$ cat config.mk
export PLATFORM = sky130hd
export DESIGN_NAME = u1e_radio_io
export DESIGN_NICKNAME = d
export VERILOG_FILES = /design/src/verilog/u1e_pkg.sv /design/src/verilog/spi_master.sv /design/src/verilog/radio_regs.sv /design/src/verilog/tx_dac_interleave.sv /design/src/verilog/rx_adc_capture.sv /design/src/verilog/u1e_radio_io.sv
export SDC_FILE = /design/constraint.sdc
export NUM_CORES = 1
export LEC_CHECK = 0
export ABC_AREA = 1
export BUFFER_PORTS_ARGS = -buffer_cell sky130_fd_sc_hd__buf_2
export CAP_MARGIN = 20
export CORE_UTILIZATION = 63
export DETAILED_ROUTE_END_ITERATION = 7
export GPL_ROUTABILITY_DRIVEN = 0
export GPL_TIMING_DRIVEN = 1
export PLACE_DENSITY = 0.85
export SYNTH_ARGS = -nofsm -noshare
export SYNTH_HDL_FRONTEND = slang
export SYNTH_SLANG_ARGS = --single-unit
$ cat constraint.sdc
create_clock -name clk_fpga -period 10.2 [get_ports clk_fpga]
set_input_delay 1.02 -clock clk_fpga [delete_from_list [all_inputs] [get_ports clk_fpga]]
set_output_delay 1.02 -clock clk_fpga [all_outputs]
set_load 0.1 [all_outputs]
$ cat src/verilog/u1e_pkg.sv
// u1e radio i/o shared definitions
// widths, host register map, spi timing and the structs passed between blocks
`default_nettype none

package u1e_pkg;

   ///////////////////////////////////////////////////////////////////////
   // widths
   localparam int DAC_W  = 14;            // dac sample
   localparam int ADC_W  = 12;            // adc sample
   localparam int REG_W  = 16;            // host data
   localparam int ADDR_W = 4;             // host address

   // spi engine
   localparam int SPI_MAX_BITS = 24;      // longest transfer
   localparam int SPI_CNT_W    = $clog2(SPI_MAX_BITS + 1);
   localparam int SCLK_DIV     = 4;       // clk_fpga cycles per sclk half period
   localparam int SCLK_CNT_W   = $clog2(SCLK_DIV);
   localparam int NUM_SLAVES   = 3;       // 0 rx board, 1 tx board, 2 codec
   localparam int SLV_W        = 2;

   ///////////////////////////////////////////////////////////////////////
   // host register map
   localparam logic [ADDR_W-1:0] REG_SPI_LO    = 4'd0;
   localparam logic [ADDR_W-1:0] REG_SPI_HI    = 4'd1;
   localparam logic [ADDR_W-1:0] REG_SPI_CTRL  = 4'd2;   // write starts a transfer
   localparam logic [ADDR_W-1:0] REG_SPI_RX_LO = 4'd3;
   localparam logic [ADDR_W-1:0] REG_SPI_RX_HI = 4'd4;
   localparam logic [ADDR_W-1:0] REG_TX_I      = 4'd5;
   localparam logic [ADDR_W-1:0] REG_TX_Q      = 4'd6;
   localparam logic [ADDR_W-1:0] REG_RX_I      = 4'd7;
   localparam logic [ADDR_W-1:0] REG_RX_Q      = 4'd8;
   localparam logic [ADDR_W-1:0] REG_CGEN      = 4'd9;   // sync_b, ref_sel, status
   localparam logic [ADDR_W-1:0] REG_OVR       = 4'd10;  // sticky overrange, write clears

   ///////////////////////////////////////////////////////////////////////
   // structs
   typedef struct packed {
      logic [SLV_W-1:0]        slave;     // target slave index
      logic [SPI_CNT_W-1:0]    nbits;     // bits to shift, 1..24
      logic [SPI_MAX_BITS-1:0] data;      // right aligned
   } spi_cmd_t;

   typedef struct packed {
      logic [DAC_W-1:0] i;
      logic [DAC_W-1:0] q;
   } tx_pair_t;

   typedef struct packed {
      logic [REG_W-1:0] i;                // sign extended
      logic [REG_W-1:0] q;
   } rx_pair_t;

endpackage

`default_nettype wire

$ cat src/verilog/spi_master.sv
// spi master for the three radio peripherals
// mode 0, msb first, clock divided from clk_fpga
// gates sclk/mosi onto the selected slave only, ors the enabled miso lines
`timescale 1ns/10ps
`default_nettype none

module spi_master
  (
   input  logic                                   clk_fpga,
   input  logic                                   arst_n,
   input  logic                                   spi_start,   // one cycle, with spi_cmd
   input  u1e_pkg::spi_cmd_t                      spi_cmd,
   output logic                                   spi_busy,
   output logic [u1e_pkg::SPI_MAX_BITS-1:0]       spi_rx_data, // right aligned
   output logic [u1e_pkg::NUM_SLAVES-1:0]         sclk,
   output logic [u1e_pkg::NUM_SLAVES-1:0]         mosi,
   output logic [u1e_pkg::NUM_SLAVES-1:0]         sen_n,
   input  logic [u1e_pkg::NUM_SLAVES-1:0]         miso
   );

   localparam logic [u1e_pkg::SCLK_CNT_W-1:0] DIV_LAST =
      u1e_pkg::SCLK_CNT_W'(u1e_pkg::SCLK_DIV - 1);

   logic                               busy_r;
   logic                               sclk_r;     // undivided spi clock, before gating
   logic [u1e_pkg::SCLK_CNT_W-1:0]     div_cnt;
   logic [u1e_pkg::SPI_CNT_W-1:0]      bit_cnt;    // bits still to go
   logic [u1e_pkg::SLV_W-1:0]          sel;
   logic [u1e_pkg::SPI_MAX_BITS-1:0]   tx_sr;      // msb drives mosi
   logic [u1e_pkg::SPI_MAX_BITS-1:0]   rx_sr;
   logic [u1e_pkg::NUM_SLAVES-1:0]     sel_onehot;
   logic                               miso_in;

   ///////////////////////////////////////////////////////////////////////
   // shift engine
   always_ff @(posedge clk_fpga or negedge arst_n)
   begin
      if (!arst_n)
      begin
         busy_r  <= 1'b0;
         sclk_r  <= 1'b0;
         div_cnt <= '0;
         bit_cnt <= '0;
         sel     <= '0;
         tx_sr   <= '0;
         rx_sr   <= '0;
      end
      else if (spi_start)
      begin
         // command already checked upstream
         busy_r  <= 1'b1;
         sclk_r  <= 1'b0;
         div_cnt <= '0;
         bit_cnt <= spi_cmd.nbits;
         sel     <= spi_cmd.slave;
         tx_sr   <= spi_cmd.data << (u1e_pkg::SPI_MAX_BITS - spi_cmd.nbits); // bit n-1 to top
         rx_sr   <= '0;
      end
      else if (busy_r)
      begin
         if (bit_cnt == '0)
            busy_r <= 1'b0;                       // one cycle after last falling edge
         else if (div_cnt == DIV_LAST)
         begin
            div_cnt <= '0;
            sclk_r  <= ~sclk_r;
            if (!sclk_r)                          // rising, sample miso
               rx_sr <= {rx_sr[u1e_pkg::SPI_MAX_BITS-2:0], miso_in};
            else
            begin                                 // falling, next bit out
               tx_sr   <= tx_sr << 1;
               bit_cnt <= bit_cnt - 1'b1;
            end
         end
         else
            div_cnt <= div_cnt + 1'b1;
      end
   end

   ///////////////////////////////////////////////////////////////////////
   // per slave gating
   assign sel_onehot = u1e_pkg::NUM_SLAVES'(1) << sel;
   assign sen_n      = ~({u1e_pkg::NUM_SLAVES{busy_r}} & sel_onehot);   // all high when idle

   // unselected slaves see clock and data low
   assign sclk    = ~sen_n & {u1e_pkg::NUM_SLAVES{sclk_r}};
   assign mosi    = ~sen_n & {u1e_pkg::NUM_SLAVES{tx_sr[u1e_pkg::SPI_MAX_BITS-1]}};
   assign miso_in = |(~sen_n & miso);            // shared read-back line

   assign spi_busy    = busy_r;
   assign spi_rx_data = rx_sr;

endmodule

`default_nettype wire

$ cat src/verilog/radio_regs.sv
// host register bank for the radio i/o block
// decodes writes, checks and launches spi commands, holds tx samples
// and clock-generator controls, registers read data every cycle
`timescale 1ns/10ps
`default_nettype none

module radio_regs
  (
   input  logic                                clk_fpga,
   input  logic                                arst_n,
   input  logic [u1e_pkg::ADDR_W-1:0]          host_addr,
   input  logic [u1e_pkg::REG_W-1:0]           host_wdata,
   input  logic                                host_we,
   output logic [u1e_pkg::REG_W-1:0]           host_rdata,
   output logic                                spi_start,
   output u1e_pkg::spi_cmd_t                   spi_cmd,
   input  logic                                spi_busy,
   input  logic [u1e_pkg::SPI_MAX_BITS-1:0]    spi_rx_data,
   output u1e_pkg::tx_pair_t                   tx_pair,
   input  u1e_pkg::rx_pair_t                   rx_pair,
   input  logic [1:0]                          ovr,
   output logic                                ovr_clear,
   output logic                                cgen_sync_b,
   output logic                                cgen_ref_sel,
   input  logic [2:0]                          cgen_status  // status, lock, refmon
   );

   localparam int HI_W = u1e_pkg::SPI_MAX_BITS - u1e_pkg::REG_W;

   logic [u1e_pkg::REG_W-1:0]       spi_lo;
   logic [HI_W-1:0]                 spi_hi;
   logic [u1e_pkg::SLV_W-1:0]       ctrl_slave;
   logic [u1e_pkg::SPI_CNT_W-1:0]   ctrl_nbits;
   logic                            ctrl_wr;
   logic                            cmd_ok;

   ///////////////////////////////////////////////////////////////////////
   // write decode
   assign ctrl_slave = host_wdata[1:0];
   assign ctrl_nbits = host_wdata[8:4];
   assign ctrl_wr    = host_we && (host_addr == u1e_pkg::REG_SPI_CTRL);

   // bad index, bad length or engine in use -> write dropped
   assign cmd_ok = (ctrl_slave < u1e_pkg::NUM_SLAVES) && (ctrl_nbits != '0)
                   && (ctrl_nbits <= u1e_pkg::SPI_MAX_BITS) && !spi_busy && !spi_start;

   assign ovr_clear = host_we && (host_addr == u1e_pkg::REG_OVR);   // any data clears

   always_ff @(posedge clk_fpga)
   begin
      if (host_we && host_addr == u1e_pkg::REG_SPI_LO) spi_lo <= host_wdata;
      if (host_we && host_addr == u1e_pkg::REG_SPI_HI) spi_hi <= host_wdata[HI_W-1:0];
      if (ctrl_wr && cmd_ok)
         spi_cmd <= '{slave: ctrl_slave, nbits: ctrl_nbits, data: {spi_hi, spi_lo}};
   end

   ///////////////////////////////////////////////////////////////////////
   // control and read-back
   always_ff @(posedge clk_fpga or negedge arst_n)
   begin
      if (!arst_n)
      begin
         spi_start    <= 1'b0;
         tx_pair      <= '0;         // dac bus idles at 0
         cgen_sync_b  <= 1'b1;       // clock gen not held in sync
         cgen_ref_sel <= 1'b0;
         host_rdata   <= '0;
      end
      else
      begin
         spi_start <= ctrl_wr && cmd_ok;                   // single cycle pulse
         if (host_we && host_addr == u1e_pkg::REG_TX_I)
            tx_pair.i <= host_wdata[u1e_pkg::DAC_W-1:0];
         if (host_we && host_addr == u1e_pkg::REG_TX_Q)
            tx_pair.q <= host_wdata[u1e_pkg::DAC_W-1:0];
         if (host_we && host_addr == u1e_pkg::REG_CGEN)
         begin
            cgen_sync_b  <= host_wdata[0];
            cgen_ref_sel <= host_wdata[1];
         end
         case (host_addr)
            u1e_pkg::REG_SPI_LO:    host_rdata <= spi_lo;
            u1e_pkg::REG_SPI_HI:    host_rdata <= {{(u1e_pkg::REG_W-HI_W){1'b0}}, spi_hi};
            u1e_pkg::REG_SPI_CTRL:  host_rdata <= {{(u1e_pkg::REG_W-1){1'b0}}, spi_busy};
            u1e_pkg::REG_SPI_RX_LO: host_rdata <= spi_rx_data[u1e_pkg::REG_W-1:0];
            u1e_pkg::REG_SPI_RX_HI: host_rdata <= {{(u1e_pkg::REG_W-HI_W){1'b0}},
                                                   spi_rx_data[u1e_pkg::SPI_MAX_BITS-1:u1e_pkg::REG_W]};
            u1e_pkg::REG_TX_I:      host_rdata <= {{(u1e_pkg::REG_W-u1e_pkg::DAC_W){1'b0}}, tx_pair.i};
            u1e_pkg::REG_TX_Q:      host_rdata <= {{(u1e_pkg::REG_W-u1e_pkg::DAC_W){1'b0}}, tx_pair.q};
            u1e_pkg::REG_RX_I:      host_rdata <= rx_pair.i;
            u1e_pkg::REG_RX_Q:      host_rdata <= rx_pair.q;
            u1e_pkg::REG_CGEN:      host_rdata <= {11'b0, cgen_status, cgen_ref_sel, cgen_sync_b};
            u1e_pkg::REG_OVR:       host_rdata <= {14'b0, ovr};
            default:                host_rdata <= '0;     // unmapped
         endcase
      end
   end

endmodule

`default_nettype wire

$ cat src/verilog/tx_dac_interleave.sv
// tx dac interleaver
// i on the high clock phase, q on the low phase, one 14-bit bus
// phase-selected registers stand in for a ddr output cell
`timescale 1ns/10ps
`default_nettype none

module tx_dac_interleave
  (
   input  logic                          clk_fpga,
   input  logic                          arst_n,
   input  u1e_pkg::tx_pair_t             tx_pair,
   output logic [u1e_pkg::DAC_W-1:0]     tx_dac,
   output logic                          tx_sync    // high marks the q phase
   );

   logic [u1e_pkg::DAC_W-1:0] i_rise;     // d0 side
   logic [u1e_pkg::DAC_W-1:0] q_delay;    // q lined up with its i
   logic [u1e_pkg::DAC_W-1:0] q_fall;     // d1 side

   ///////////////////////////////////////////////////////////////////////
   // rising edge capture
   always_ff @(posedge clk_fpga or negedge arst_n)
   begin
      if (!arst_n)
      begin
         i_rise  <= '0;
         q_delay <= '0;
      end
      else
      begin
         i_rise  <= tx_pair.i;
         q_delay <= tx_pair.q;
      end
   end

   // falling edge stage, q of the same pair half a cycle later
   always_ff @(negedge clk_fpga or negedge arst_n)
   begin
      if (!arst_n)
         q_fall <= '0;
      else
         q_fall <= q_delay;
   end

   // output cell, clock phase picks the driver
   assign tx_dac  = clk_fpga ? i_rise : q_fall;
   assign tx_sync = ~clk_fpga;            // 0 with i, 1 with q

endmodule

`default_nettype wire

$ cat src/verilog/rx_adc_capture.sv
// rx adc capture
// two register stages on DA/DB, sign extension to host width,
// sticky overrange flags per channel
`timescale 1ns/10ps
`default_nettype none

module rx_adc_capture
  (
   input  logic                          clk_fpga,
   input  logic                          arst_n,
   input  logic [u1e_pkg::ADC_W-1:0]     adc_a,
   input  logic [u1e_pkg::ADC_W-1:0]     adc_b,
   output u1e_pkg::rx_pair_t             rx_pair,
   output logic [1:0]                    ovr,       // bit 0 i, bit 1 q
   input  logic                          ovr_clear
   );

   localparam int EXT_W = u1e_pkg::REG_W - u1e_pkg::ADC_W;
   localparam logic [u1e_pkg::ADC_W-1:0] FS_POS = 12'h7ff;
   localparam logic [u1e_pkg::ADC_W-1:0] FS_NEG = 12'h800;

   logic [u1e_pkg::ADC_W-1:0] a_s1, b_s1;   // first stage, pad capture
   logic                      full_a, full_b;

   always_ff @(posedge clk_fpga)
   begin
      a_s1      <= adc_a;
      b_s1      <= adc_b;
      rx_pair.i <= {{EXT_W{a_s1[u1e_pkg::ADC_W-1]}}, a_s1};   // second stage, extended
      rx_pair.q <= {{EXT_W{b_s1[u1e_pkg::ADC_W-1]}}, b_s1};
   end

   ///////////////////////////////////////////////////////////////////////
   // overrange, full scale either way
   assign full_a = (a_s1 == FS_POS) || (a_s1 == FS_NEG);
   assign full_b = (b_s1 == FS_POS) || (b_s1 == FS_NEG);

   always_ff @(posedge clk_fpga or negedge arst_n)
   begin
      if (!arst_n)
         ovr <= 2'b00;
      else
         ovr <= {full_b, full_a} | (ovr & {2{~ovr_clear}});   // new hit beats clear
   end

endmodule

`default_nettype wire

$ cat src/verilog/u1e_radio_io.sv
// radio i/o top level
// host registers, peripheral spi master, tx dac interleave and rx adc capture
// clock-generator spi comes straight from the host aux pins
`timescale 1ns/10ps
`default_nettype none

module u1e_radio_io
  (
   input  logic                          clk_fpga,
   input  logic                          arst_n,
   // host word bus
   input  logic [u1e_pkg::ADDR_W-1:0]    host_addr,
   input  logic [u1e_pkg::REG_W-1:0]     host_wdata,
   input  logic                          host_we,
   output logic [u1e_pkg::REG_W-1:0]     host_rdata,
   // peripheral spi
   output logic                          db_sclk_rx,
   output logic                          db_sen_rx,
   output logic                          db_mosi_rx,
   input  logic                          db_miso_rx,
   output logic                          db_sclk_tx,
   output logic                          db_sen_tx,
   output logic                          db_mosi_tx,
   input  logic                          db_miso_tx,
   output logic                          sclk_codec,
   output logic                          sen_codec,
   output logic                          mosi_codec,
   input  logic                          miso_codec,
   // aux spi from host gpio, clock gen side
   input  logic                          aux_sclk,
   input  logic                          aux_sen_b,
   input  logic                          aux_mosi,
   output logic                          aux_miso,
   output logic                          cgen_sclk,
   output logic                          cgen_sen_b,
   output logic                          cgen_mosi,
   input  logic                          cgen_miso,
   input  logic                          cgen_st_status,
   input  logic                          cgen_st_ld,
   input  logic                          cgen_st_refmon,
   output logic                          cgen_sync_b,
   output logic                          cgen_ref_sel,
   // converters
   output logic [u1e_pkg::DAC_W-1:0]     tx_dac,
   output logic                          tx_sync,
   input  logic [u1e_pkg::ADC_W-1:0]     adc_a,
   input  logic [u1e_pkg::ADC_W-1:0]     adc_b
   );

   logic                                 spi_start;
   u1e_pkg::spi_cmd_t                    spi_cmd;
   logic                                 spi_busy;
   logic [u1e_pkg::SPI_MAX_BITS-1:0]     spi_rx_data;
   u1e_pkg::tx_pair_t                    tx_pair;
   u1e_pkg::rx_pair_t                    rx_pair;
   logic [1:0]                           ovr;
   logic                                 ovr_clear;

   ///////////////////////////////////////////////////////////////////////
   // clock gen spi bypasses the register bank
   assign cgen_sclk  = aux_sclk;
   assign cgen_sen_b = aux_sen_b;
   assign cgen_mosi  = aux_mosi;
   assign aux_miso   = cgen_miso;

   radio_regs radio_regs
     (.clk_fpga(clk_fpga), .arst_n(arst_n),
      .host_addr(host_addr), .host_wdata(host_wdata), .host_we(host_we), .host_rdata(host_rdata),
      .spi_start(spi_start), .spi_cmd(spi_cmd), .spi_busy(spi_busy), .spi_rx_data(spi_rx_data),
      .tx_pair(tx_pair), .rx_pair(rx_pair), .ovr(ovr), .ovr_clear(ovr_clear),
      .cgen_sync_b(cgen_sync_b), .cgen_ref_sel(cgen_ref_sel),
      .cgen_status({cgen_st_status, cgen_st_ld, cgen_st_refmon}));

   // slave order 2 codec, 1 tx board, 0 rx board
   spi_master spi_master
     (.clk_fpga(clk_fpga), .arst_n(arst_n),
      .spi_start(spi_start), .spi_cmd(spi_cmd), .spi_busy(spi_busy), .spi_rx_data(spi_rx_data),
      .sclk({sclk_codec, db_sclk_tx, db_sclk_rx}),
      .mosi({mosi_codec, db_mosi_tx, db_mosi_rx}),
      .sen_n({sen_codec, db_sen_tx, db_sen_rx}),
      .miso({miso_codec, db_miso_tx, db_miso_rx}));

   tx_dac_interleave tx_dac_interleave
     (.clk_fpga(clk_fpga), .arst_n(arst_n),
      .tx_pair(tx_pair), .tx_dac(tx_dac), .tx_sync(tx_sync));

   rx_adc_capture rx_adc_capture
     (.clk_fpga(clk_fpga), .arst_n(arst_n),
      .adc_a(adc_a), .adc_b(adc_b),
      .rx_pair(rx_pair), .ovr(ovr), .ovr_clear(ovr_clear));

endmodule

`default_nettype wire

=== Yosys cells after proc, flatten, opt, wreduce, memory -nomap -nowiden ===
Index checks and enable logic that the tools add are counted.

* Register bits after elaboration: 253
* Logic and storage cells: 116
* Output and inout port bits: 46

* $lt $le $gt $ge: 2
* Multiplexer cells: 28
* Bitwise logic cells: 11
* Reduce and logical (&&, ||, !) cells: 27
* Equality and inequality tests: 17
* Add/subtract/negate cells: 3
* Shift-type cells: 2

{| class="wikitable"
|+ Operators with widths
! kind !! number
|-
| 24-bit two-way mux || 10
|-
| 16-bit case mux with 11 select lines || 1
|-
| 24-bit by 32-bit << shifter with 24-bit output || 1
|-
| 5-bit two-way mux || 5
|-
| 12-bit by 11-bit equality test with 1-bit output, second input constant || 2
|-
| 12-bit equality test, second input constant || 2
|-
| 4-bit by 3-bit equality test with 1-bit output, second input constant || 4
|-
| 14-bit two-way mux || 1
|-
| 3-bit bitwise AND || 4
|-
| 4-bit equality test, second input constant || 3
|-
| 1-bit logical AND || 12
|-
| 4-bit by 2-bit equality test with 1-bit output, second input constant || 2
|-
| 2-bit two-way mux || 4
|-
| 4-bit AND reduction || 2
|-
| 1-bit two-way mux || 7
|-
| 3-bit NOT || 2
|-
| 2-bit nonzero test || 3
|-
| 5-bit by 5-bit subtractor with 6-bit output, first input constant || 1
|-
| 5-bit <= comparator, second input constant || 1
|-
| 5-bit logical NOT || 1
|-
| 5-bit nonzero test || 1
|-
| 5-bit by 1-bit subtractor with 5-bit output, second input constant || 1
|-
| 4-bit by 1-bit equality test with 1-bit output, second input constant || 1
|-
| 4-bit logical NOT || 1
|-
| 13 further kinds || 18
|}

=== Longest topological paths before layout ===
Gate-level depths: netlist of the first run.

* Depth after elaboration: 11
* Gate-level depth with buffers: 14

=== Cells and area by module ===
From an unflattened synthesis of the first run, not the netlist that was laid out.

* Cell total of the unflattened synthesis: 1212
* Area total of the unflattened synthesis: 11108.2 um^2

{| class="wikitable"
|+ Modules (own cells, without submodules)
! module !! cells an instance !! sequential area each (um^2) !! area an instance (um^2) !! instances
|-
| radio_regs || 452 || 2829.0 || 4445.5 || 1
|-
| spi_master || 562 || 1476.4 || 4126.5 || 1
|-
| rx_adc_capture || 107 || 1011.0 || 1275.0 || 1
|-
| tx_dac_interleave || 87 || 1051.0 || 1231.2 || 1
|-
| u1e_radio_io || 4 || 0.0 || 30.0 || 1
|}

==> flow_summary.html, run 1 <==
<table>
<tr><th>Metric</th><th>Value</th></tr>
<tr><th colspan="2">Global routing</th></tr>
<tr><td>Total global-route track usage</td><td>0.3356</td></tr>
<tr><td>Maximum number of pins on one net before global-route repair</td><td>105</td></tr>
<tr><td>Initial antenna violation count</td><td>0</td></tr>
<tr><td>Busiest layer in global routing</td><td>met2</td></tr>
<tr><td>Wire length of the first global-routing pass</td><td>42370 um</td></tr>
<tr><td>Gr ovfl total</td><td>0</td></tr>
<tr><td>GR Layer Usage met1</td><td>0.4216</td></tr>
<tr><td>Met3 GRT Util</td><td>0.09963</td></tr>
<tr><td>Vias in the first global route</td><td>8551</td></tr>
<tr><td>Met2 routing resource usage after global routing</td><td>0.5231</td></tr>
<tr><th colspan="2">Critical path</th></tr>
<tr><td>Register-to-register path setup slack</td><td>4580 ps</td></tr>
<tr><td>Crit path required time</td><td>9180 ps</td></tr>
<tr><td>Kind of capture point of the worst setup path</td><td>primary output</td></tr>
<tr><td>RR Endpoint</td><td>tx_dac_interleave.q_fall[3]</td></tr>
<tr><td>Critical register-to-register path startpoint</td><td>tx_dac_interleave.q_delay[3]</td></tr>
<tr><td>Arrival time worst endpoint</td><td>6750 ps</td></tr>
<tr><td>Crit Path Max Fanout</td><td>1</td></tr>
<tr><td>Critical path launch point type</td><td>register</td></tr>
<tr><td>Type of the worst setup path</td><td>register to primary output</td></tr>
<tr><td>Logic depth of the worst register-to-register path</td><td>0</td></tr>
<tr><th colspan="2">Timing</th></tr>
<tr><td>Final setup fails</td><td>0</td></tr>
<tr><td>Number of pins exceeding their max-slew limit in the final report</td><td>0</td></tr>
<tr><td>Worst-case headroom to the max-slew limit</td><td>0.3562</td></tr>
<tr><td>Worst slew pin tran</td><td>965.7 ps</td></tr>
<tr><td>Setup repair after global routing missed its margin</td><td>false</td></tr>
<tr><td>Post-route setup TNS</td><td>0 ps</td></tr>
<tr><td>Final hold violation count</td><td>0</td></tr>
<tr><td>Worst clock skew</td><td>18.76 ps</td></tr>
<tr><th colspan="2">Die</th></tr>
<tr><td>Starting Density</td><td>0.6467</td></tr>
<tr><td>Die extent in x</td><td>129.9 um</td></tr>
<tr><td>Die Area</td><td>16880 um2</td></tr>
<tr><td>Die Y</td><td>129.9 um</td></tr>
<tr><td>Row count</td><td>46</td></tr>
<tr><td>IO Count</td><td>103</td></tr>
<tr><td>Core box area</td><td>15940 um2</td></tr>
<tr><th colspan="2">Min path</th></tr>
<tr><td>Hold Path Origin</td><td>rx_adc_capture.b_s1[10]</td></tr>
<tr><td>Path class of the lowest-slack min-delay path</td><td>register to register</td></tr>
<tr><td>Hold worst-path end</td><td>rx_adc_capture.rx_pair[10]</td></tr>
<tr><td>Hold-critical path depth</td><td>0</td></tr>
<tr><th colspan="2">Cells and area</th></tr>
<tr><td>Fraction of layout instances using a drive strength above 1</td><td>0.1713</td></tr>
<tr><td>Final Core Density</td><td>0.7540</td></tr>
<tr><td>ANT cells</td><td>0</td></tr>
<tr><td>Final nets</td><td>1201</td></tr>
<tr><td>Area added between synthesis and finish</td><td>16.59%</td></tr>
<tr><th colspan="2">Run status</th></tr>
<tr><td>Result of the run</td><td>completed</td></tr>
<tr><th colspan="2">Route</th></tr>
<tr><td>Wire length per cell</td><td>19.62 um</td></tr>
<tr><td>Wirelength, routed</td><td>27030 um</td></tr>
<tr><td>Remaining number of nets flagged by the antenna check after routing</td><td>0</td></tr>
<tr><td>Detailed router's first-iteration violation count</td><td>1251</td></tr>
<tr><td>Detailed Routing Iterations Pass 1</td><td>7</td></tr>
<tr><td>Final routed DRC violation total</td><td>0</td></tr>
<tr><td>Vias post-DR</td><td>8527</td></tr>
<tr><td>Routed vias/inst</td><td>6.188</td></tr>
<tr><th colspan="2">Power</th></tr>
<tr><td>Static leakage</td><td>5.617 nW</td></tr>
<tr><td>Max rail drop VDD</td><td>0.2118 mV</td></tr>
<tr><td>Power per unit of standard cell area</td><td>242.6 nW/um2</td></tr>
<tr><th colspan="2">Synth</th></tr>
<tr><td>Avg Synthesized Cell Area</td><td>9.923 um2</td></tr>
<tr><td>Synthesized netlist net count</td><td>1100</td></tr>
<tr><td>Sequential area share after synthesis</td><td>0.6176</td></tr>
<tr><td>Synth unique cells</td><td>56</td></tr>
<tr><td>Total number of yosys warnings</td><td>0</td></tr>
<tr><td>Count of mapped cells out of synthesis</td><td>1039</td></tr>
<tr><td>Register bit count reported by yosys</td><td>253</td></tr>
<tr><td>Cell type with the highest aggregate area in the netlist</td><td>dfrtp_1</td></tr>
<tr><td>Area share of the largest cell type after synthesis</td><td>0.3277</td></tr>
<tr><td>Netlist Area Pre-Place</td><td>10310 um2</td></tr>
<tr><td>Largest cells by area after synthesis</td><td>dfrtp_1 33%, edfxtp_1 16%, dfxtp_1 9.3%</td></tr>
<tr><th colspan="2">Clock tree</th></tr>
<tr><td>Setup Fix Bufs, Post-CTS</td><td>0</td></tr>
<tr><td>Number of gates resized after CTS</td><td>0</td></tr>
<tr><td>Clock latency at the later pin of the worst-skew pair</td><td>670 ps</td></tr>
<tr><td>Clk pin slew, worst setup/hold paths</td><td>60 ps</td></tr>
<tr><td>Clock tree from TritonCTS</td><td>done</td></tr>
<tr><td>Hold-fix buffers, CTS</td><td>0</td></tr>
<tr><th colspan="2">Placed design</th></tr>
<tr><td>Final HPWL DP</td><td>16500 um</td></tr>
<tr><td>Port bufs</td><td>94</td></tr>
<tr><th colspan="2">Job</th></tr>
<tr><td>Maxcap violations</td><td>0</td></tr>
</table>
[worst max-delay path, stage by stage, from the launching register on]
cell and delay, ps:
dfrtn_1 400, nand2_1 70, nand2_1 80, buf_2 440
[registers in the layout, summed over array words and instances, names as in the netlist, 14 cells and up]
name	flops
radio_regs.spi_cmd	31
radio_regs.tx_pair	28
rx_adc_capture.rx_pair	24
spi_master.spi_rx_data	24
spi_master.tx_sr	24
radio_regs.host_rdata	16
radio_regs.spi_lo	16
tx_dac_interleave.i_rise	14
tx_dac_interleave.q_delay	14
tx_dac_interleave.q_fall	14
[stage by stage]
| step | hold WS, ps | setup slack, ps | area (um2) | cells | power (mW) |
|---|---|---|---|---|---|
| floorplan | 330.8 | 2146 | 10310 | 1039 | 1.629 |
| global placement | 337.6 | 3205 | 10870 | 1306 | 1.689 |
| detailed placement | 341.5 | 3194 | 10870 | 1306 | 1.697 |
| CTS | 353.9 | 2428 | 12020 | 1378 | 2.923 |
| global route | 369.2 | 2409 | 12020 | 1378 | 3.006 |
| finish | 353.0 | 2428 | 12020 | 1378 | 2.917 |
[layout by cell type (no fill, tap or decap), drive strengths merged, types with 3 or more instances in the layout]
cell type  instances
a221oi            18
clkinvlp           4
a22o               8
nand2            242
or2                9
nand3            131
o211ai             7
nor3               7
nor2              43
nand4             20
buf              103
a2bb2oi            6
dfrtp            135
edfxtp            55
clkinv             6
ha                 4
nor4               5
dfxtp             48
o22ai             31
dfrtn             14
bufinv             6
o221ai             5
o21ai             54
o311ai             3
inv              111
a21oi             30
a21boi             4
clkbuf            39
[cell usage after synthesis (all sizes together)]
cell type and number:
and3 1, dfxtp 48, a22o 8, buf 29, o211ai 7, nand2 242, a31oi 1, or2 9
inv 93, nor2 43, clkinv 1, nand4 20, a221oi 18, a22oi 1, xnor2 2, clkbuf 23
o21ai 54, o22ai 31, o311ai 3, dfrtp 135, nor4 5, a41oi 1, dfstp 1, a2bb2oi 6
edfxtp 55, ha 4, nor3 7, nand3 131, dfrtn 14, and2 2, o2111ai 1, xor2 1
a211oi 2, a21boi 4, nand3b 1, o221ai 5, a21oi 30
[cells by family after synthesis]
kind of cell / Yosys count / share of synthesized area
buf+inv: 146 / 0.06092
flops: 253 / 0.6176
fa+ha+maj: 4 / 0.004855
compound gates: 172 / 0.1127
xor+xnor: 3 / 0.004733
simple gates: 461 / 0.1992
[power breakdown]
part           total [mW]  switching [mW]  internal (mW)
Clock                1.61           0.830          0.785
Combinational       0.146           0.112         0.0347
Sequential           1.16          0.0442           1.11
[final cells by class]
| cell class | instances | area [um2] |
|---|---|---|
| sequential | 253 | 6367 |
| tap | 216 | 270.3 |
| clock buffer | 54 | 944.7 |
| clock inverter | 34 | 287.8 |
| timing repair buffer | 88 | 469.2 |
| multi-input combinational | 640 | 3324 |
| inverter | 93 | 356.6 |
| fill | 998 | 3923 |
[worst max path at each step]
| stage | endpoint | cells past startpoint | startpoint |
|---|---|---|---|
| 3_5_place_dp | tx_dac[6] | 3 | tx_dac_interleave.q_fall[6] |
| 5_1_grt | tx_dac[7] | 3 | tx_dac_interleave.q_fall[7] |
| 6_report | tx_dac[7] | 3 | tx_dac_interleave.q_fall[7] |
| 3_3_place_gp | tx_dac[9] | 3 | tx_dac_interleave.q_fall[9] |
| 4_1_cts | tx_dac[7] | 3 | tx_dac_interleave.q_fall[7] |
| 2_1_floorplan | tx_dac[10] | 4 | clk_fpga |
[metal layers]
layer	vias up	share of wire
li1	3767	-
met1	4042	0.37
met2	596	0.48
met3	122	0.11
met4	0	0.042
met5	-	0
Note: power is estimated with default switching activity, not from simulation.
==> run 2, diff against run 1 <==
--- a/config.mk
+++ b/config.mk
@@ -8,11 +8,11 @@
 export ABC_AREA = 1
 export BUFFER_PORTS_ARGS = -buffer_cell sky130_fd_sc_hd__buf_2
 export CAP_MARGIN = 20
-export CORE_UTILIZATION = 63
+export CORE_UTILIZATION = 59
 export DETAILED_ROUTE_END_ITERATION = 7
 export GPL_ROUTABILITY_DRIVEN = 0
 export GPL_TIMING_DRIVEN = 1
-export PLACE_DENSITY = 0.85
+export PLACE_DENSITY = 0.81
 export SYNTH_ARGS = -nofsm -noshare
 export SYNTH_HDL_FRONTEND = slang
 export SYNTH_SLANG_ARGS = --single-unit
==> constraint.sdc (replaced) <==
create_clock -name clk_fpga -period 7.7 [get_ports clk_fpga]
set_input_delay 0.77 -clock clk_fpga [delete_from_list [all_inputs] [get_ports clk_fpga]]
set_output_delay 0.77 -clock clk_fpga [all_outputs]
set_load 0.1 [all_outputs]
==> flow_summary.html, run 2 (synthesis gave the netlist of run 1 again) <==
<table>
<tr><th>Metric</th><th>Value</th></tr>
<tr><th colspan="2">Die</th></tr>
<tr><td>Die Y</td><td>134.2 um (was 129.9 um)</td></tr>
<tr><td>Starting Density</td><td>0.6130 (was 0.6467)</td></tr>
<tr><td>Core box area</td><td>16820 um2 (was 15940 um2)</td></tr>
<tr><td>IO Count</td><td>103 (unchanged)</td></tr>
<tr><td>Row count</td><td>47 (was 46)</td></tr>
<tr><td>Die extent in x</td><td>134.2 um (was 129.9 um)</td></tr>
<tr><td>Die Area</td><td>18010 um2 (was 16880 um2)</td></tr>
<tr><th colspan="2">Route</th></tr>
<tr><td>Wirelength, routed</td><td>25480 um (was 27030 um)</td></tr>
<tr><td>Remaining number of nets flagged by the antenna check after routing</td><td>0 (unchanged)</td></tr>
<tr><td>Final routed DRC violation total</td><td>0 (unchanged)</td></tr>
<tr><td>Wire length per cell</td><td>18.44 um (was 19.62 um)</td></tr>
<tr><td>Detailed Routing Iterations Pass 1</td><td>6 (was 7)</td></tr>
<tr><td>Routed vias/inst</td><td>5.946 (was 6.188)</td></tr>
<tr><td>Detailed router's first-iteration violation count</td><td>1083 (was 1251)</td></tr>
<tr><td>Vias post-DR</td><td>8217 (was 8527)</td></tr>
<tr><th colspan="2">Critical path</th></tr>
<tr><td>Highest cell delay on the worst timing path</td><td>440 ps (about the same)</td></tr>
<tr><td>Arrival time worst endpoint</td><td>5580 ps (was 6750 ps)</td></tr>
<tr><td>Number of buffers and inverters on the critical path</td><td>1 (unchanged)</td></tr>
<tr><td>Top cell by count, worst path</td><td>nand2_1 (unchanged)</td></tr>
<tr><td>Critical path, cell by cell</td><td>nand2_1 &gt; nand2_1 &gt; buf_2 (unchanged)</td></tr>
<tr><td>Crit Path Max Fanout</td><td>1 (unchanged)</td></tr>
<tr><td>Largest delay contributor family on the critical path</td><td>flip-flops (was buffers and inverters)</td></tr>
<tr><td>Crit path required time</td><td>6930 ps (was 9180 ps)</td></tr>
<tr><td>Cell at the slowest stage of the critical path</td><td>dfrtn_1 (was buf_2)</td></tr>
<tr><td>Kind of capture point of the worst setup path</td><td>primary output (unchanged)</td></tr>
<tr><td>Type of the worst setup path</td><td>register to primary output (unchanged)</td></tr>
<tr><td>Critical path launch point type</td><td>register (unchanged)</td></tr>
<tr><th colspan="2">Clock tree</th></tr>
<tr><td>Hold-fix buffers, CTS</td><td>0 (unchanged)</td></tr>
<tr><td>Clock tree from TritonCTS</td><td>done (unchanged)</td></tr>
<tr><td>Clk pin slew, worst setup/hold paths</td><td>60 ps (about the same)</td></tr>
<tr><td>Clock latency at the later pin of the worst-skew pair</td><td>660 ps (was 670 ps)</td></tr>
<tr><td>Setup Fix Bufs, Post-CTS</td><td>0 (unchanged)</td></tr>
<tr><td>Number of gates resized after CTS</td><td>0 (unchanged)</td></tr>
<tr><th colspan="2">Cells and area</th></tr>
<tr><td>Sequential Area</td><td>6367 um2 (unchanged)</td></tr>
<tr><td>Area added between synthesis and finish</td><td>16.58% (was 16.59%)</td></tr>
<tr><td>Final nets</td><td>1201 (unchanged)</td></tr>
<tr><td>ANT cells</td><td>0 (unchanged)</td></tr>
<tr><td>Most common library cell in the layout ignoring fill and taps</td><td>nand2_1 (unchanged)</td></tr>
<tr><td>Most used cells in the layout excluding fill and tap cells</td><td>238 x nand2_1, 135 x dfrtp_1, 131 x nand3_1 (unchanged)</td></tr>
<tr><td>Leading registers by flop count</td><td>radio_regs.spi_cmd (31), radio_regs.tx_pair (28) (unchanged)</td></tr>
<tr><td>Fraction of layout instances using a drive strength above 1</td><td>0.1730 (was 0.1713)</td></tr>
<tr><td>Number of filler cells placed in the layout</td><td>1201 (was 998)</td></tr>
<tr><td>Combined area of the multi-input logic cells</td><td>3324 um2 (unchanged)</td></tr>
<tr><td>Largest Register</td><td>radio_regs.spi_cmd (unchanged)</td></tr>
<tr><td>Number of flip-flops under the largest register name</td><td>31 (unchanged)</td></tr>
<tr><th colspan="2">Timing</th></tr>
<tr><td>Post-route setup TNS</td><td>0 ps (unchanged)</td></tr>
<tr><td>Worst clock skew</td><td>23.51 ps (was 18.76 ps)</td></tr>
<tr><td>Final hold violation count</td><td>0 (unchanged)</td></tr>
<tr><td>Worst-case headroom to the max-slew limit</td><td>0.3852 (was 0.3562)</td></tr>
<tr><td>Setup repair after global routing missed its margin</td><td>false (unchanged)</td></tr>
<tr><td>Worst slew pin tran</td><td>922.2 ps (was 965.7 ps)</td></tr>
<tr><td>Number of pins exceeding their max-slew limit in the final report</td><td>0 (unchanged)</td></tr>
<tr><td>Final setup fails</td><td>0 (unchanged)</td></tr>
<tr><th colspan="2">Power</th></tr>
<tr><td>Max rail drop VDD</td><td>0.2787 mV (was 0.2118 mV)</td></tr>
<tr><td>Static leakage</td><td>5.620 nW (was 5.617 nW)</td></tr>
<tr><td>Power per unit of standard cell area</td><td>316.9 nW/um2 (was 242.6 nW/um2)</td></tr>
<tr><td>Post-layout total power</td><td>3.809 mW (was 2.917 mW)</td></tr>
<tr><th colspan="2">Placed design</th></tr>
<tr><td>Final HPWL DP</td><td>16130 um (was 16500 um)</td></tr>
<tr><td>Port bufs</td><td>94 (unchanged)</td></tr>
<tr><th colspan="2">Min path</th></tr>
<tr><td>Path class of the lowest-slack min-delay path</td><td>primary input to register (was register to register)</td></tr>
<tr><th colspan="2">Global routing</th></tr>
<tr><td>Vias in the first global route</td><td>8118 (was 8551)</td></tr>
<tr><td>Total global-route track usage</td><td>0.2925 (was 0.3356)</td></tr>
<tr><td>Maximum number of pins on one net before global-route repair</td><td>103 (was 105)</td></tr>
<tr><td>Gr ovfl total</td><td>0 (unchanged)</td></tr>
<tr><td>Wire length of the first global-routing pass</td><td>40210 um (was 42370 um)</td></tr>
<tr><td>Initial antenna violation count</td><td>0 (unchanged)</td></tr>
<tr><th colspan="2">Run status</th></tr>
<tr><td>Result of the run</td><td>completed (unchanged)</td></tr>
<tr><th colspan="2">Job</th></tr>
<tr><td>Maxcap violations</td><td>0 (unchanged)</td></tr>
</table>
-- run 2: cell type report --
cell class | instances | share of cell area
Timing Repair Buffer | 88 | 0.03904
Tap cell | 220 | 0.02290
Sequential cell | 253 | 0.5298
Multi-Input combinational cell | 640 | 0.2766
Clock inverter | 32 | 0.01936
Inverter | 93 | 0.02967
Clock buffer | 56 | 0.08266
-- run 2: routing by layer --
layer	wire (um)	track usage	share of wire
met5	0	0	0
met4	1254	0.1792	0.049
met3	2340	0.07672	0.092
met2	12240	0.4603	0.48
met1	9652	0.3639	0.38
-- run 2: stage by stage --
step	worst slack, ps	hold slack (ps)	std cells	util	cell area [um2]
2_1_floorplan	1146	330.8	1039	-	10310
3_3_place_gp	2203	338.2	1310	0.6464	10870
3_5_place_dp	2180	340.7	1310	0.6464	10870
4_1_cts	1387	193.4	1382	0.7146	12020
5_1_grt	1374	186.0	1382	0.7146	12020
6_report	1348	204.0	1382	0.7146	12020
-- run 2: worst paths after layout --
path / startpoint / end / slack [ps] / cells past startpoint
worst max register to register: tx_dac_interleave.q_delay[5] / tx_dac_interleave.q_fall[5] / 3330 / 0
worst max-delay path: tx_dac_interleave.q_fall[1] / tx_dac[1] / 1350 / 3
worst min-delay path: adc_a[9] / rx_adc_capture.a_s1[9] / 200 / 1
min in group asynchronous: arst_n / tx_dac_interleave.i_rise[2] / 230 / 1
worst min register to register: rx_adc_capture.b_s1[10] / rx_adc_capture.rx_pair[10] / 350 / 0
max in group asynchronous: arst_n / tx_dac_interleave.q_fall[7] / 3160 / 1
-- run 2: report_power, final --
group / internal [mW] / switching, mW
sequential: 1.47 / 0.0588
clock: 1.00 / 1.08
combinational: 0.0460 / 0.147
==> run 3, diff against run 2 <==
--- a/config.mk
+++ b/config.mk
@@ -8,11 +8,11 @@
 export ABC_AREA = 1
 export BUFFER_PORTS_ARGS = -buffer_cell sky130_fd_sc_hd__buf_2
 export CAP_MARGIN = 20
-export CORE_UTILIZATION = 59
+export CORE_UTILIZATION = 53
 export DETAILED_ROUTE_END_ITERATION = 7
 export GPL_ROUTABILITY_DRIVEN = 0
 export GPL_TIMING_DRIVEN = 1
-export PLACE_DENSITY = 0.81
+export PLACE_DENSITY = 0.77
 export SYNTH_ARGS = -nofsm -noshare
 export SYNTH_HDL_FRONTEND = slang
 export SYNTH_SLANG_ARGS = --single-unit
==> constraint.sdc (replaced) <==
create_clock -name clk_fpga -period 5.1 [get_ports clk_fpga]
set_input_delay 0.51 -clock clk_fpga [delete_from_list [all_inputs] [get_ports clk_fpga]]
set_output_delay 0.51 -clock clk_fpga [all_outputs]
set_load 0.1 [all_outputs]
==> flow_summary.html, run 3 (synthesis gave the netlist of run 1 again) <==
<table>
<tr><th>Metric</th><th>Value</th></tr>
<tr><th colspan="2">Timing</th></tr>
<tr><td>Number of pins exceeding their max-slew limit in the final report</td><td>0 (unchanged)</td></tr>
<tr><td>Setup repair after global routing missed its margin</td><td>false (unchanged)</td></tr>
<tr><td>Worst-case headroom to the max-slew limit</td><td>0.3397 (was 0.3852)</td></tr>
<tr><td>Post-route setup TNS</td><td>0 ps (unchanged)</td></tr>
<tr><td>Final setup fails</td><td>0 (unchanged)</td></tr>
<tr><td>Final hold violation count</td><td>0 (unchanged)</td></tr>
<tr><td>Hold slack final</td><td>45.08 ps (was 204.0 ps)</td></tr>
<tr><td>Worst slew pin tran</td><td>988.1 ps (was 922.2 ps)</td></tr>
<tr><td>Worst clock skew</td><td>17.08 ps (was 23.51 ps)</td></tr>
<tr><th colspan="2">Critical path</th></tr>
<tr><td>RR Endpoint</td><td>spi_master.tx_sr[22] (was tx_dac_interleave.q_fall[5])</td></tr>
<tr><td>Startpoint of the worst setup timing path</td><td>tx_dac_interleave.q_fall[4] (was tx_dac_interleave.q_fall[1])</td></tr>
<tr><td>Crit Path Max Fanout</td><td>1 (unchanged)</td></tr>
<tr><td>Critical path launch point type</td><td>register (unchanged)</td></tr>
<tr><td>Arrival time worst endpoint</td><td>4190 ps (was 5580 ps)</td></tr>
<tr><td>Type of the worst setup path</td><td>register to primary output (unchanged)</td></tr>
<tr><td>Kind of capture point of the worst setup path</td><td>primary output (unchanged)</td></tr>
<tr><td>Crit path required time</td><td>4590 ps (was 6930 ps)</td></tr>
<tr><td>Register-to-register path setup slack</td><td>1600 ps (was 3330 ps)</td></tr>
<tr><td>Endpoint of the most critical setup path</td><td>tx_dac[4] (was tx_dac[1])</td></tr>
<tr><td>Critical register-to-register path startpoint</td><td>radio_regs.spi_cmd[24] (was tx_dac_interleave.q_delay[5])</td></tr>
<tr><td>Logic depth of the worst register-to-register path</td><td>11 (was 0)</td></tr>
<tr><th colspan="2">Global routing</th></tr>
<tr><td>Met3 GRT Util</td><td>0.07661 (was 0.07672)</td></tr>
<tr><td>Vias in the first global route</td><td>8659 (was 8118)</td></tr>
<tr><td>Gr ovfl total</td><td>0 (unchanged)</td></tr>
<tr><td>Initial antenna violation count</td><td>0 (unchanged)</td></tr>
<tr><td>GR Layer Usage met1</td><td>0.3370 (was 0.3639)</td></tr>
<tr><td>Total global-route track usage</td><td>0.2736 (was 0.2925)</td></tr>
<tr><td>Maximum number of pins on one net before global-route repair</td><td>81 (was 103)</td></tr>
<tr><td>Met2 routing resource usage after global routing</td><td>0.4283 (was 0.4603)</td></tr>
<tr><td>Busiest layer in global routing</td><td>met2 (unchanged)</td></tr>
<tr><td>Wire length of the first global-routing pass</td><td>42160 um (was 40210 um)</td></tr>
<tr><th colspan="2">Die</th></tr>
<tr><td>Die extent in x</td><td>141.5 um (was 134.2 um)</td></tr>
<tr><td>IO Count</td><td>103 (unchanged)</td></tr>
<tr><td>Row count</td><td>50 (was 47)</td></tr>
<tr><td>Die Y</td><td>141.5 um (was 134.2 um)</td></tr>
<tr><td>Core box area</td><td>18890 um2 (was 16820 um2)</td></tr>
<tr><td>Die Area</td><td>20010 um2 (was 18010 um2)</td></tr>
<tr><td>Starting Density</td><td>0.5457 (was 0.6130)</td></tr>
<tr><th colspan="2">Power</th></tr>
<tr><td>Share of total power in sequential cells</td><td>0.404 (was 0.402)</td></tr>
<tr><td>Max rail drop VDD</td><td>0.3968 mV (was 0.2787 mV)</td></tr>
<tr><td>Proportion of total power due to net switching</td><td>0.3376 (was 0.3389)</td></tr>
<tr><td>Combinational cell fraction of total power</td><td>0.054 (was 0.051)</td></tr>
<tr><td>Switching Power</td><td>1.931 mW (was 1.291 mW)</td></tr>
<tr><td>Power per unit of standard cell area</td><td>464.5 nW/um2 (was 316.9 nW/um2)</td></tr>
<tr><td>Static leakage</td><td>5.719 nW (was 5.620 nW)</td></tr>
<tr><td>Clock network fraction of total power</td><td>0.542 (was 0.547)</td></tr>
<tr><td>Internal Pwr Total</td><td>3.788 mW (was 2.518 mW)</td></tr>
<tr><th colspan="2">Job</th></tr>
<tr><td>Maxcap violations</td><td>0 (unchanged)</td></tr>
<tr><th colspan="2">Route</th></tr>
<tr><td>Wirelength, routed</td><td>26000 um (was 25480 um)</td></tr>
<tr><td>Final routed DRC violation total</td><td>0 (unchanged)</td></tr>
<tr><td>Detailed router's first-iteration violation count</td><td>1015 (was 1083)</td></tr>
<tr><td>Vias post-DR</td><td>8298 (was 8217)</td></tr>
<tr><td>Routed vias/inst</td><td>5.727 (was 5.946)</td></tr>
<tr><td>Wire length per cell</td><td>17.94 um (was 18.44 um)</td></tr>
<tr><td>Remaining number of nets flagged by the antenna check after routing</td><td>0 (unchanged)</td></tr>
<tr><td>Detailed Routing Iterations Pass 1</td><td>7 (was 6)</td></tr>
<tr><th colspan="2">Cells and area</th></tr>
<tr><td>Area added between synthesis and finish</td><td>19.42% (was 16.58%)</td></tr>
<tr><td>Final instance count without filler cells</td><td>1449 (was 1382)</td></tr>
<tr><td>Largest Register</td><td>radio_regs.spi_cmd (unchanged)</td></tr>
<tr><td>Number of flip-flops under the largest register name</td><td>31 (unchanged)</td></tr>
<tr><td>Fraction of layout instances using a drive strength above 1</td><td>0.1665 (was 0.1730)</td></tr>
<tr><td>Most used cells in the layout excluding fill and tap cells</td><td>238 x nand2_1, 135 x dfrtp_1, 131 x nand3_1 (unchanged)</td></tr>
<tr><td>ANT cells</td><td>0 (unchanged)</td></tr>
<tr><td>Final nets</td><td>1228 (was 1201)</td></tr>
<tr><td>Leading registers by flop count</td><td>radio_regs.spi_cmd (31), radio_regs.tx_pair (28) (unchanged)</td></tr>
<tr><td>Most common library cell in the layout ignoring fill and taps</td><td>nand2_1 (unchanged)</td></tr>
<tr><td>Number of filler cells placed in the layout</td><td>1442 (was 1201)</td></tr>
<tr><th colspan="2">Clock tree</th></tr>
<tr><td>Clk pin slew, worst setup/hold paths</td><td>60 ps (about the same)</td></tr>
<tr><td>Clock latency at the later pin of the worst-skew pair</td><td>660 ps (about the same)</td></tr>
<tr><td>Clock tree from TritonCTS</td><td>done (unchanged)</td></tr>
<tr><td>Number of gates resized after CTS</td><td>0 (unchanged)</td></tr>
<tr><th colspan="2">Min path</th></tr>
<tr><td>Path class of the lowest-slack min-delay path</td><td>primary input to register (unchanged)</td></tr>
<tr><th colspan="2">Placed design</th></tr>
<tr><td>Count of placed standard cells including taps</td><td>1352 (was 1310)</td></tr>
<tr><td>Port bufs</td><td>94 (unchanged)</td></tr>
<tr><td>Final HPWL DP</td><td>16380 um (was 16130 um)</td></tr>
<tr><th colspan="2">Run status</th></tr>
<tr><td>Result of the run</td><td>completed (unchanged)</td></tr>
</table>
## run 3: cell types whose count changed in the layout (fill, tap and decap cells not counted), sizes merged, moves of 2 or more
| cell | change |
|---|---|
| clkinv | -2 |
| buf | +2 |
| dlygate4sd3 | +25 |
| clkinvlp | -2 |
| clkbuf | +6 |
## run 3: stage by stage
step / setup WS [ps] / util / power [mW] / area, um2
after global routing: 370.9 / 0.6517 / 5.918 / 12310
after CTS: 385.2 / 0.6517 / 5.758 / 12310
final: 396.1 / 0.6517 / 5.719 / 12310
after floorplan: 105.7 / - / 3.259 / 10310
after detailed placement: 1157 / 0.5789 / 3.396 / 10940
after global placement: 1163 / 0.5789 / 3.383 / 10940
## run 3: worst min path at each step
stage | slack [ps] | startpoint | depth (start not counted) | endpoint
4_1_cts | 30 | host_wdata[9] | 1 | radio_regs.spi_lo[9]
3_5_place_dp | 330 | rx_adc_capture.a_s1[11] | 0 | rx_adc_capture.rx_pair[27]
6_report | 50 | host_wdata[9] | 1 | radio_regs.spi_lo[9]
3_3_place_gp | 340 | rx_adc_capture.a_s1[11] | 0 | rx_adc_capture.rx_pair[27]
5_1_grt | 30 | host_wdata[9] | 1 | radio_regs.spi_lo[9]
2_1_floorplan | 210 | arst_n | 0 | radio_regs.cgen_ref_sel
## run 3: power by group through the flow
stage	logic [mW]	clock network [mW]	registers (mW)
finish	0.308	3.10	2.31
global route	0.335	3.26	2.32
CTS	0.307	3.14	2.31
detailed placement	0.287	0.770	2.34
global placement	0.280	0.770	2.33
floorplan	0.113	0.737	2.41
## run 3: layout make-up
cell class	count	area, um2	share of cell area
flip-flops and latches	253	6367	0.5172
multi-input cells	640	3324	0.2700
clock buffers	62	1027	0.08344
repair buffers	115	734.5	0.05965
inverters	93	356.6	0.02896
well taps	260	325.3	0.02642
clock inverters	26	176.4	0.01433
## run 3: metal layers
layer,part of all wire,vias up
li1,-,3814
met2,0.48,441
met4,0.044,0
met1,0.39,3942
met3,0.088,101
met5,0,-
## run 3: worst max-delay path, stage by stage, from the launching register on
cell	delay, ps
dfrtn_1	400
nand2_1	60
nand2_1	80
buf_2	430
## run 3: repair_timing
action / CTS / global route
buffers inserted: 0 / 0
endpoints found under the hold margin: 87 / 0
hold buffers: 25 / 0
